--- src/design/axis_pkg.sv ---
`default_nettype none

package axis_pkg;

  localparam int axis_data_w = 8; // Data field width of every beat.

  typedef struct packed {
    logic [axis_data_w-1:0] data;
    logic                   last;
    logic                   user; // Error flag on the last beat.
  } axis_in_t;

  typedef struct packed {
    logic [axis_data_w-1:0] data;
    logic                   last;
    logic                   src; // Ingress port the frame came from.
  } axis_out_t;

  typedef struct packed {
    logic [axis_data_w-1:0] data;
    logic                   last;
  } fifo_beat_t;

endpackage

`default_nettype wire

--- src/design/mux_pkg.sv ---
`default_nettype none

package mux_pkg;

  localparam int stat_w = 16; // Width of each frame counter.

  typedef enum logic {
    arb_idle,
    arb_busy
  } arb_state_t;

  typedef struct packed {
    logic [stat_w-1:0] committed;
    logic [stat_w-1:0] dropped;
  } port_stats_t;

endpackage

`default_nettype wire

--- src/design/axis_frame_fifo.sv ---
`timescale 1ns/10ps
`default_nettype none

module axis_frame_fifo import axis_pkg::*; #(
  parameter int ADDR_WIDTH = 3,
  parameter int DATA_WIDTH = axis_data_w
) (
  input  logic       clk,
  input  logic       rst,
  input  axis_in_t   in_beat,
  input  logic       in_valid,
  output logic       in_ready,
  output fifo_beat_t fifo_beat,
  output logic       fifo_valid,
  input  logic       fifo_ready,
  output logic       commit,
  output logic       drop
);

  logic [DATA_WIDTH:0] mem [2**ADDR_WIDTH];
  logic [ADDR_WIDTH:0] wr_ptr;     // End of the last committed frame.
  logic [ADDR_WIDTH:0] wr_ptr_cur; // Speculative write position.
  logic [ADDR_WIDTH:0] rd_ptr;
  logic [DATA_WIDTH:0] out_q;
  logic                out_valid_q;
  logic                dropping;
  logic                full;
  logic                empty;
  logic                write;
  logic                store;
  logic                read;

  assign in_ready = 1'b1; // Overflowing frames are dropped instead.
  assign write    = in_valid && in_ready;

  // Full counts the partial frame too, so it compares against the reader.
  assign full  = (wr_ptr_cur[ADDR_WIDTH] != rd_ptr[ADDR_WIDTH]) &&
                 (wr_ptr_cur[ADDR_WIDTH-1:0] == rd_ptr[ADDR_WIDTH-1:0]);
  assign empty = (wr_ptr == rd_ptr); // Only committed beats are visible.
  assign store = write && !full && !dropping;
  assign read  = (fifo_ready || !out_valid_q) && !empty;

  assign fifo_beat  = '{data: out_q[DATA_WIDTH:1], last: out_q[0]};
  assign fifo_valid = out_valid_q;

  always_ff @(posedge clk) begin
    if (rst) begin
      wr_ptr     <= '0;
      wr_ptr_cur <= '0;
      dropping   <= 1'b0;
      commit     <= 1'b0;
      drop       <= 1'b0;
    end else begin
      commit <= 1'b0;
      drop   <= 1'b0;
      if (write) begin
        if (full || dropping) begin
          dropping <= !in_beat.last; // Discard the rest of this frame.
          if (in_beat.last) begin
            wr_ptr_cur <= wr_ptr;
            drop       <= 1'b1;
          end
        end else if (in_beat.last && in_beat.user) begin
          wr_ptr_cur <= wr_ptr; // Roll back a bad frame.
          drop       <= 1'b1;
        end else begin
          wr_ptr_cur <= wr_ptr_cur + 1'b1;
          if (in_beat.last) begin
            wr_ptr <= wr_ptr_cur + 1'b1;
            commit <= 1'b1;
          end
        end
      end
    end
  end

  always_ff @(posedge clk) begin
    if (store) begin
      mem[wr_ptr_cur[ADDR_WIDTH-1:0]] <= {in_beat.data, in_beat.last};
    end
  end

  always_ff @(posedge clk) begin
    if (rst) begin
      rd_ptr      <= '0;
      out_valid_q <= 1'b0;
    end else begin
      if (read) begin
        rd_ptr <= rd_ptr + 1'b1;
      end
      if (fifo_ready || !out_valid_q) begin
        out_valid_q <= !empty; // Output register refills when taken.
      end
    end
  end

  always_ff @(posedge clk) begin
    if (read) begin
      out_q <= mem[rd_ptr[ADDR_WIDTH-1:0]];
    end
  end

endmodule

`default_nettype wire

--- src/design/frame_arbiter.sv ---
`timescale 1ns/10ps
`default_nettype none

module frame_arbiter import axis_pkg::*, mux_pkg::*; #(
  parameter int DATA_WIDTH = axis_data_w
) (
  input  logic       clk,
  input  logic       rst,
  input  fifo_beat_t fifo_beat [2],
  input  logic       fifo_valid [2],
  output logic       fifo_ready [2],
  output axis_out_t  out_beat,
  output logic       out_valid,
  input  logic       out_ready
);

  arb_state_t            state;
  logic                  served;    // Port granted most recently.
  logic                  next_port;
  logic                  sel;
  logic [DATA_WIDTH-1:0] sel_data;
  logic                  sel_last;
  logic                  xfer_last;

  // The other port wins if it has a frame, else the same port again.
  assign next_port = fifo_valid[~served] ? ~served : served;
  assign sel       = (state == arb_busy) ? served : next_port;

  assign sel_data  = fifo_beat[sel].data;
  assign sel_last  = fifo_beat[sel].last;
  assign out_valid = fifo_valid[sel];
  assign out_beat  = '{data: sel_data, last: sel_last, src: sel};
  assign xfer_last = out_valid && out_ready && sel_last;

  always_comb begin
    fifo_ready[0] = out_ready && (sel == 1'b0);
    fifo_ready[1] = out_ready && (sel == 1'b1);
  end

  always_ff @(posedge clk) begin
    if (rst) begin
      state  <= arb_idle;
      served <= 1'b1; // So port 0 goes first.
    end else begin
      case (state)
        arb_idle: begin
          if (out_valid) begin
            served <= sel; // Grant locks on the first beat.
            if (!xfer_last) begin
              state <= arb_busy;
            end
          end
        end
        arb_busy: begin
          if (xfer_last) begin
            state <= arb_idle;
          end
        end
        default: begin
          state <= arb_idle;
        end
      endcase
    end
  end

endmodule

`default_nettype wire

--- src/design/frame_stats.sv ---
`timescale 1ns/10ps
`default_nettype none

module frame_stats import mux_pkg::*; #(
  parameter int STAT_WIDTH = stat_w
) (
  input  logic        clk,
  input  logic        rst,
  input  logic        commit [2],
  input  logic        drop [2],
  output port_stats_t stats [2]
);

  logic [STAT_WIDTH-1:0] n_commit [2];
  logic [STAT_WIDTH-1:0] n_drop [2];

  always_ff @(posedge clk) begin
    if (rst) begin
      for (int i = 0; i < 2; i++) begin
        n_commit[i] <= '0;
        n_drop[i]   <= '0;
      end
    end else begin
      for (int i = 0; i < 2; i++) begin
        if (commit[i] && (n_commit[i] != '1)) begin
          n_commit[i] <= n_commit[i] + 1'b1; // Sticks at max.
        end
        if (drop[i] && (n_drop[i] != '1)) begin
          n_drop[i] <= n_drop[i] + 1'b1;
        end
      end
    end
  end

  always_comb begin
    for (int i = 0; i < 2; i++) begin
      stats[i].committed = n_commit[i];
      stats[i].dropped   = n_drop[i];
    end
  end

endmodule

`default_nettype wire

--- src/design/frame_mux_top.sv ---
`timescale 1ns/10ps
`default_nettype none

module frame_mux_top import axis_pkg::*, mux_pkg::*; #(
  parameter int ADDR_WIDTH = 3,
  parameter int DATA_WIDTH = axis_data_w, // Must match the package types.
  parameter int STAT_WIDTH = stat_w
) (
  input  logic        clk,
  input  logic        rst,
  input  axis_in_t    in_beat [2],
  input  logic        in_valid [2],
  output logic        in_ready [2],
  output axis_out_t   out_beat,
  output logic        out_valid,
  input  logic        out_ready,
  output port_stats_t stats [2]
);

  fifo_beat_t fifo_beat [2];
  logic       fifo_valid [2];
  logic       fifo_ready [2];
  logic       commit [2];
  logic       drop [2];

  for (genvar i = 0; i < 2; i++) begin : g_port
    axis_frame_fifo #(
      .ADDR_WIDTH(ADDR_WIDTH),
      .DATA_WIDTH(DATA_WIDTH)
    ) u_fifo (
      .clk       (clk),
      .rst       (rst),
      .in_beat   (in_beat[i]),
      .in_valid  (in_valid[i]),
      .in_ready  (in_ready[i]),
      .fifo_beat (fifo_beat[i]),
      .fifo_valid(fifo_valid[i]),
      .fifo_ready(fifo_ready[i]),
      .commit    (commit[i]),
      .drop      (drop[i])
    );
  end

  frame_arbiter #(
    .DATA_WIDTH(DATA_WIDTH)
  ) u_arbiter (
    .clk       (clk),
    .rst       (rst),
    .fifo_beat (fifo_beat),
    .fifo_valid(fifo_valid),
    .fifo_ready(fifo_ready),
    .out_beat  (out_beat),
    .out_valid (out_valid),
    .out_ready (out_ready)
  );

  frame_stats #(
    .STAT_WIDTH(STAT_WIDTH)
  ) u_stats (
    .clk   (clk),
    .rst   (rst),
    .commit(commit),
    .drop  (drop),
    .stats (stats)
  );

endmodule

`default_nettype wire

--- config.mk ---
export PLATFORM = sky130hd
export DESIGN_NAME = frame_mux_top
export DESIGN_NICKNAME = d
export VERILOG_FILES = /design/src/design/axis_pkg.sv /design/src/design/mux_pkg.sv /design/src/design/axis_frame_fifo.sv /design/src/design/frame_arbiter.sv /design/src/design/frame_stats.sv /design/src/design/frame_mux_top.sv
export SDC_FILE = /design/constraint.sdc
export NUM_CORES = 1
export LEC_CHECK = 0
export ABC_CLOCK_PERIOD_IN_PS = 4510
export BUFFER_PORTS_ARGS = -buffer_cell sky130_fd_sc_hd__buf_2
export CAP_MARGIN = 0
export CORE_MARGIN = 8
export CORE_UTILIZATION = 35
export CTS_CLUSTER_DIAMETER = 60
export CTS_CLUSTER_SIZE = 24
export DETAILED_ROUTE_END_ITERATION = 8
export MAX_ROUTING_LAYER = met4
export PLACE_DENSITY = 0.61
export SLEW_MARGIN = 20
export SYNTH_ARGS = -nofsm -noshare
export SYNTH_HDL_FRONTEND = slang
export SYNTH_SLANG_ARGS = --single-unit
--- constraint.sdc ---
create_clock -name clk -period 4.51 [get_ports clk]
set_clock_uncertainty 0.2 [all_clocks]
set_input_delay 0.2255 -clock clk [delete_from_list [all_inputs] [get_ports clk]]
set_output_delay 0.2255 -clock clk [all_outputs]
set_load 0.03 [all_outputs]
# After elaboration in Yosys (flattened, before gate mapping)
# Memory sizes are Yosys's and may differ from the RTL's. A register that Yosys moved wholly into a read port is not among the register bits.
# Cells that the tools add are included.
# word_totals
ff_bits	34
ram_bits	208
inputBits	25
out_inout_bits	77
mem_count	4
# classes
n_addsub	8
magnitude_cmp	2
eq_ne	12
muxes	48
n_bitwise	15
n_reduce_logical	43
# memory_table
name	words	word_bits	rd	rd_ports_with_merged_regs	wr	line	text
g_port[0].u_fifo.mem	8	9	1	1	1	axis_frame_fifo.sv:20	logic [DATA_WIDTH:0] mem [2**ADDR_WIDTH];
g_port[1].u_fifo.mem	8	9	1	1	1	axis_frame_fifo.sv:20	
u_stats.n_commit	2	16	2	0	2	frame_stats.sv:14	logic [STAT_WIDTH-1:0] n_commit [2];
u_stats.n_drop	2	16	2	0	2	frame_stats.sv:15	logic [STAT_WIDTH-1:0] n_drop [2];
# ops
operator	count
$add 16x1->16 const B	4
$mux 16	4
$ne 16x16->1 const B	4
$mux 1	34
$mux 9	3
$mux 4	6
$logic_and 1x1->1	18
$add 4x1->4 const B	4
$logic_not 1->1	10
$reduce_and 2->1	5
$not 1->1	9
$eq 4x4->1	2
$reduce_and 4->1	2
$reduce_or 4->1	2
$eq 3x3->1	2
$ge 2x2->1 const B	2
$logic_or 1x1->1	4
$ne 2x2->1 const B	2
$not 1->2	2
$or 1x1->1	4
$reduce_or 2->1	2
$ne 1x1->1	2
$pmux 1 s2	1

# Longest topological paths before layout
# Gate-level depths: netlist of the first run.
# logic_depth
depth_word	16
depth_mapped	8
mapped_depth_nobuf	6

# Hierarchy
# From an unflattened synthesis of the first run, not the netlist that was laid out.
# unflattened
hier_cells	802
area_unflattened_um2	11791.3
# modules_own_cells
mod	n_inst	cells_per_inst	area_each_um2	seq_area_each_um2
axis_frame_fifo (g_port[0].u_fifo)	1	225	3935.0	2752.6
axis_frame_fifo (g_port[1].u_fifo)	1	222	3926.3	2752.6
frame_stats	1	320	3612.2	1921.8
frame_arbiter	1	35	317.8	40.0

# Least setup slack after synthesis of the first run
# No wires, ideal clock.
# synth_timing
kind	register to register
startpoint	mem u_stats.n_drop[0][0] in the netlist's numbering
endpoint	mem u_stats.n_drop[0][0] in the netlist's numbering (enable)
setup_time_ns	0.366
t_arrival_ns	1.896
required_time_ns	3.944
slack_ns	2.048
path_stages_with_launch	6
path_buffers	0
period_less_slack_ns	2.462
cell_sequence	edfxtp_1 ha_1 nand3_1 nor4_1 a31o_2 nand2b_1
# synth_rtl
element	line
start, declared	frame_stats.sv:15

==> results of run 1 <==
[cells in the final DEF, fill, tap and decap left out, types with 4 or more instances in the layout]
cell type	count
and4_1	6
mux2_2	27
nand4_1	9
nor3_1	9
dlygate4sd3_1	25
nand2b_1	15
and3_1	11
edfxtp_1	226
xor2_1	46
inv_8	4
ha_1	8
mux2i_1	12
nor2_1	111
nand3_1	31
xnor2_1	35
a21oi_1	11
mux4_2	36
inv_1	19
nor2b_1	8
clkinv_8	4
clkbuf_16	23
buf_4	10
dfxtp_1	34
nand2_1	32
buf_2	99
a211oi_1	11
[critical path: stages, from the launching register on]
cell	delay (ns)
edfxtp_1	0.43
ha_1	0.20
and3_1	0.26
nand4_1	0.18
o41ai_1	0.38
a21o_1	0.87
nor2_1	0.15
[cell families (layout without fill, tap and decap cells)]
logic type / count (synthesis) / in the layout / share of synthesized area, %
flip-flops: 260 / 260 / 65.91
other: 1 / 3 / 0.03310
buffers and inverters: 53 / 194 / 2.485
XOR/XNOR: 81 / 81 / 6.262
AND/OR/NAND/NOR: 246 / 246 / 10.40
adder cells (fa/ha/maj): 8 / 8 / 0.8835
multiplexers: 75 / 75 / 10.90
AO/OA/AOI/OAI: 45 / 45 / 3.126
[registers in the layout (all words and copies together) (netlist names), 8 cells and up]
name	count
g_port.u_fifo.wr_ptr_cur	8
u_stats.n_commit	32
g_port.u_fifo.mem	144
u_stats.n_drop	32
g_port.u_fifo.fifo_beat	18
g_port.u_fifo.rd_ptr	8
g_port.u_fifo.wr_ptr	8
[power groups by stage]
stage	combinational, mW	sequential (mW)	clock [mW]
2_1_floorplan	1.00	3.07	0
3_3_place_gp	1.43	3.04	0
3_5_place_dp	1.44	3.04	0
4_1_cts	1.47	2.99	2.18
5_1_grt	1.55	3.01	2.25
6_report	1.44	2.99	2.10
[worst max-delay path by stage]
stage | to | cells past startpoint | slack [ns]
after global routing | u_stats.n_drop[0][18] | 6 | 1.29
after floorplan | u_stats.n_drop[0][0] | 5 | 2.05
after global placement | u_stats.n_drop[0][19] | 6 | 1.63
after CTS | u_stats.n_drop[0][18] | 6 | 1.52
after detailed placement | u_stats.n_drop[0][18] | 6 | 1.55
final | u_stats.n_drop[0][18] | 6 | 1.55
[layer usage]
layer  GRT usage (%)  up-vias  wire, microns
met4           2.442        0            361
met1           16.18     3191          10920
met3           2.039       30           1124
met2           18.11      135          10230
met5               -        -              0
li1                -     3117              -
[final cells by class]
cell class | count | area share [%]
Inverter | 19 | 0.5369
Tap cell | 408 | 3.843
Sequential cell | 260 | 56.22
Timing Repair Buffer | 134 | 6.179
Multi-Input combinational cell | 457 | 27.02
Clock buffer | 23 | 4.333
Clock inverter | 18 | 1.856
Antenna cell | 1 | 0.01884
[metrics by stage]
step / cell area (sq um) / cells / utilization (%)
final: 13280 / 1320 / 41.24
after global routing: 13280 / 1319 / 41.24
after CTS: 13280 / 1319 / 41.22
after detailed placement: 12200 / 1253 / 37.89
after global placement: 12200 / 1253 / 37.89
after floorplan: 11330 / 770 / -
==> summary.txt, run 1 <==
Setup path
  • Critical Path Sink Type: flip-flop
  • Reg-to-reg endpoint: u_stats.n_drop[0][18]
  • Worst Path Class, Setup: reg -> reg
  • CP startpoint: u_stats.n_drop[0][16]
  • Crit path DAT: around 3.0 ns
  • Critical R2R Launch: u_stats.n_drop[0][16]
  • Setup crit start kind: flip-flop
  • R2r worst-path depth: 6
  • Critical Path RT: between 4 and 5 ns
  • Reg2Reg Setup Slack: 1.55 ns
  • CP max FO: 32

GRT
  • Vias in the first global route: around 6,400
  • Pin count of the biggest net entering global routing: 45
  • Global-route wire length before repair: 35.50 mm
  • Initial antenna violation count: 0
  • GR Util All Layers: between 10% and 20%
  • Total congestion overflow: 0

Placement
  • Detailed Place HPWL: roughly 15 mm
  • Post-Place Worst Slack: ~1.6 ns
  • RePlAce Congestion: 0.7650
  • Port bufs: 99

Detailed routing
  • Iteration count of the initial detailed-routing pass: 5
  • Routed length per instance: 17.15 microns
  • Post-route ant nets: 0
  • DR vias: around 6,500
  • Total Wirelength: between 20 and 25 mm
  • Detailed Route Iter0 Violations: slightly below 400
  • DRC viols: 0
  • Vias per std cell: roughly 5

Synthesis
  • Post-synth cell types: between 40 and 50
  • Area leader, netlist: edfxtp_1
  • FF+latch count, synth: 260
  • Seq/Total Area, Yosys: between 60 and 70%
  • Top cells by count, synth: edfxtp_1, nor2_1, xor2_1, mux4_2, xnor2_1
  • Mapped Area: 0.01133 sq mm
  • Cells after synthesis: about 770
  • Avg Inst Size Synth: roughly 15 sq um
  • Asr flop ratio synth: 0%
  • Post-synth EDFFs: between 200 and 250
  • Top_reg_cell synth: edfxtp_1
  • Synth area leaders: edfxtp_1, mux4_2, dfxtp_1, nor2_1, xor2_1
  • Cell with the most instances after synthesis: edfxtp_1
  • Yosys warns: 0
  • Synth top area share: about three fifths

Floorplan
  • Initial core utilization: 35.18%
  • Total die area: 0.03838 sq mm
  • Die Y-Extent: about 200 microns
  • Rows: 66
  • Die Wd: just under 200 microns
  • Core outline area: between 0.03 and 0.04 sq mm
  • # IOs: around 100

STA
  • Final period utilization: 65.69%
  • Min Tclk post-route: 2.963 ns
  • RSZ-0062 raised after global routing: false
  • Final Max Slew Viols: 0
  • Final Hold Viols: 0
  • Worst slew margin: 31.43%
  • Fmax: 0.3375 GHz
  • Worst-Margin Slew: slightly above 1 ns
  • Setup TNS: 0 ns
  • Worst hold margin: ~0.12 ns
  • # setup viols final: 0
  • Setup ws final: 1.547 ns

Clock tree
  • CTS root buffer: clkbuf_16
  • Worst skew pair latency: roughly 0.52 ns
  • CTS resizes: 0
  • Setup bufs post-CTS: 0
  • Max Buffers Root-to-Sink: 3
  • # H-tree levels: 1
  • Hold Buf Count CTS: 25
  • CTS Buf Count: 23
  • Sink Count: 260
  • CTS tree: done
  • CTS clk-pin slew, worst paths: around 0.070 ns

Power and ir drop
  • Total internal power: between 4 and 5 mW
  • Leak: roughly 4.6 nW
  • Comb pwr share: between 20% and 30%
  • Clock power frac: between 30% and 40%
  • Cell Pwr Density: a little under 500 mW/mm^2
  • Maximum vdd ir drop: approximately 0.00053 V
  • Flop pwr share: between 40% and 50%
  • Net Sw Power: roughly 2.0 mW
  • Power, Total: between 6 and 7 mW
  • Net Sw Frac: 30.04%

Hold path
  • Hold Path End: g_port[1].u_fifo.rd_ptr[2]
  • Hold Crit Start: rst
  • Cell depth of the worst min-delay path: 2
  • Hold WC Path Type: in -> reg

Run status
  • Outcome: finished clean

Final layout
  • Footprint of the multi-input gates: roughly 0.0036 sq mm
  • FF/Latch Area: around 0.0075 sq mm
  • Nets: 928
  • Share of cells above drive strength 1: 24.81%
  • Fillers: approximately 3,000
  • P&R area growth vs syn: 17.24%

Job
  • # Max-Cap Violations: 0
Power figures use the tool's default switching activity.
==> run 2, diff against run 1 <==
--- a/config.mk
+++ b/config.mk
@@ -5,7 +5,7 @@
 export SDC_FILE = /design/constraint.sdc
 export NUM_CORES = 1
 export LEC_CHECK = 0
-export ABC_CLOCK_PERIOD_IN_PS = 4510
+export ABC_CLOCK_PERIOD_IN_PS = 2920
 export BUFFER_PORTS_ARGS = -buffer_cell sky130_fd_sc_hd__buf_2
 export CAP_MARGIN = 0
 export CORE_MARGIN = 8
==> constraint.sdc (replaced) <==
create_clock -name clk -period 2.92 [get_ports clk]
set_clock_uncertainty 0.2 [all_clocks]
set_input_delay 0.146 -clock clk [delete_from_list [all_inputs] [get_ports clk]]
set_output_delay 0.146 -clock clk [all_outputs]
set_load 0.03 [all_outputs]
==> run 2 against run 1 <==
Via count is 0.43% higher; register-to-register slack worse by 1.2 ns; setup slack worse by 1.2 ns; critical endpoint is now g_port[0].u_fifo.commit; largest cell class unchanged.
==> summary.txt, run 2 (synthesis gave the netlist of run 1 again) <==
Run status
  • Outcome: finished clean

Floorplan
  • Core outline area: around 0.032 sq mm
  • Initial core utilization: 35.18%
  • # IOs: 102
  • Total die area: between 0.03 and 0.04 sq mm
  • Die Y-Extent: ~200 microns
  • Die Wd: 195.9 microns
  • Rows: 66

STA
  • Final period utilization: between 80% and 90%
  • Final Hold Viols: 0
  • Setup TNS: 0 ns
  • Worst-Margin Slew: about 0.79 ns
  • Worst slew margin: 47.29%
  • Fmax: 0.3882 GHz
  • RSZ-0062 raised after global routing: false
  • # setup viols final: 0
  • Final Max Slew Viols: 0
  • Min Tclk post-route: roughly 2.6 ns

Final layout
  • Post-Layout Cell Count: between 1,000 and 1,500
  • Finished Cell Area: roughly 0.013 sq mm
  • Commonest non-fill, non-tap cells in the layout: edfxtp_1, nor2_1, buf_2
  • Util after Layout: 41.80%
  • Nets: roughly 950
  • Max reg flops: 144
  • Commonest non-fill, non-tap cell in the layout: edfxtp_1
  • Share of cells above drive strength 1: a little over a quarter
  • ANT cells: 0
  • P&R area growth vs syn: 18.82%

Setup path
  • CP max FO: 10
  • Buf/Inv on CP: 1
  • Crit path DAT: roughly 2.8 ns
  • Critical Path RT: 3.13 ns
  • Worst path max stage delay: about 0.60 ns
  • Crit-path cells: xor2_1 -> o41ai_1 -> nor3b_2 -> nor2b_1 -> dlygate4sd3_1
  • Worst Path Class, Setup: reg -> reg
  • CP max stage cell: dfxtp_1
  • Critical Path Sink Type: flip-flop
  • CP delay by family, top: flip-flops
  • Setup crit start kind: flip-flop

Detailed routing
  • Post-route ant nets: 0
  • Met3 wire length: roughly 1.2 mm
  • DR vias: about 6,500
  • Met1 wire length: around 11 mm
  • Vias per std cell: 4.841
  • Max Used Layer: met4
  • Total Wirelength: between 20 and 25 mm
  • Iteration count of the initial detailed-routing pass: 4
  • Met2 WL: ~10 mm
  • Detailed Route Iter0 Violations: 275
  • Routed length per instance: between 15 and 20 microns
  • DRC viols: 0

Placement
  • Placed inst area: approximately 0.012 sq mm
  • Placed insts: ~1,300
  • Port bufs: between 90 and 100
  • RePlAce Congestion: 0.7465
  • Detailed Place HPWL: approximately 15 mm

Power and ir drop
  • Maximum vdd ir drop: between 0.0009 and 0.001 V
  • Leak: around 4.7 nW
  • Cell Pwr Density: about 750 mW/mm^2
  • Power, Total: 10.07 mW

Hold path
  • Hold WC Path Type: in -> reg

GRT
  • Global-route wire length before repair: around 37 mm
  • Total congestion overflow: 0
  • Pin count of the biggest net entering global routing: 37
  • Initial antenna violation count: 0
  • Vias in the first global route: 6,553
  • GR Util All Layers: 12.11%

Clock tree
  • Worst skew pair latency: ~0.52 ns
  • CTS clk-pin slew, worst paths: around 0.090 ns
  • Max Buffers Root-to-Sink: 3
  • CTS tree: done
  • # H-tree levels: 1
  • Sink Count: 260
  • CTS root buffer: clkbuf_16
  • Setup bufs post-CTS: 0
  • CTS Buf Count: 23

Job
  • # Max-Cap Violations: 0
run 2: cell types whose count changed in the layout (fill, tap and decap cells not counted):
cell,delta
buf_4,+22
clkbuf_1,+1
bufinv_16,-1
inv_12,+5
clkinv_8,-1
inv_8,-3
diode_2,-1
dlygate4sd3_1,+2
clkinv_4,-1
run 2: per-stage QoR:
step                hold slack (ns)  worst slack [ns]
finish                       0.2181            0.3438
global route                 0.2166            0.1319
CTS                          0.1888            0.2973
detailed placement           0.1803            0.4279
global placement             0.1788            0.4867
floorplan                   0.04261            0.4581
run 2: power by group:
group          switching, mW  internal, mW
Clock                   1.58          1.67
Sequential             0.192          4.41
Combinational           1.27         0.944
run 2: layout make-up:
type                       count  area (sq um)
inverter                      19         71.32
sequential                   260          7467
fill                        2968         18740
clock inverter                17         239.0
clock buffer                  24         579.3
tap                          408         510.5
timing repair buffer         158          1006
multi-input combinational    457          3588
run 2: metal layers:
| layer | global-route usage (%) | up-vias |
|---|---|---|
| li1 | - | 3164 |
| met1 | 16.92 | 3164 |
| met2 | 17.96 | 143 |
| met3 | 2.313 | 30 |
| met4 | 3.172 | 0 |
| met5 | - | - |
run 2: final timing paths:
check | slack, ns | depth (start not counted) | start | end
setup / recovery | 0.34 | 5 | g_port[0].u_fifo.rd_ptr[2] | g_port[0].u_fifo.commit
hold / removal | 0.22 | 2 | in_beat[6] | g_port[1].u_fifo.mem[5][5]
setup reg to reg | 0.34 | 5 | g_port[0].u_fifo.rd_ptr[2] | g_port[0].u_fifo.commit
hold reg to reg | 0.33 | 2 | g_port[0].u_fifo.fifo_valid | g_port[0].u_fifo.fifo_valid
run 2: timing repair:
action	CTS	global route
endpoints found under the hold margin	172	0
hold buffers	27	0
resized for setup	0	0
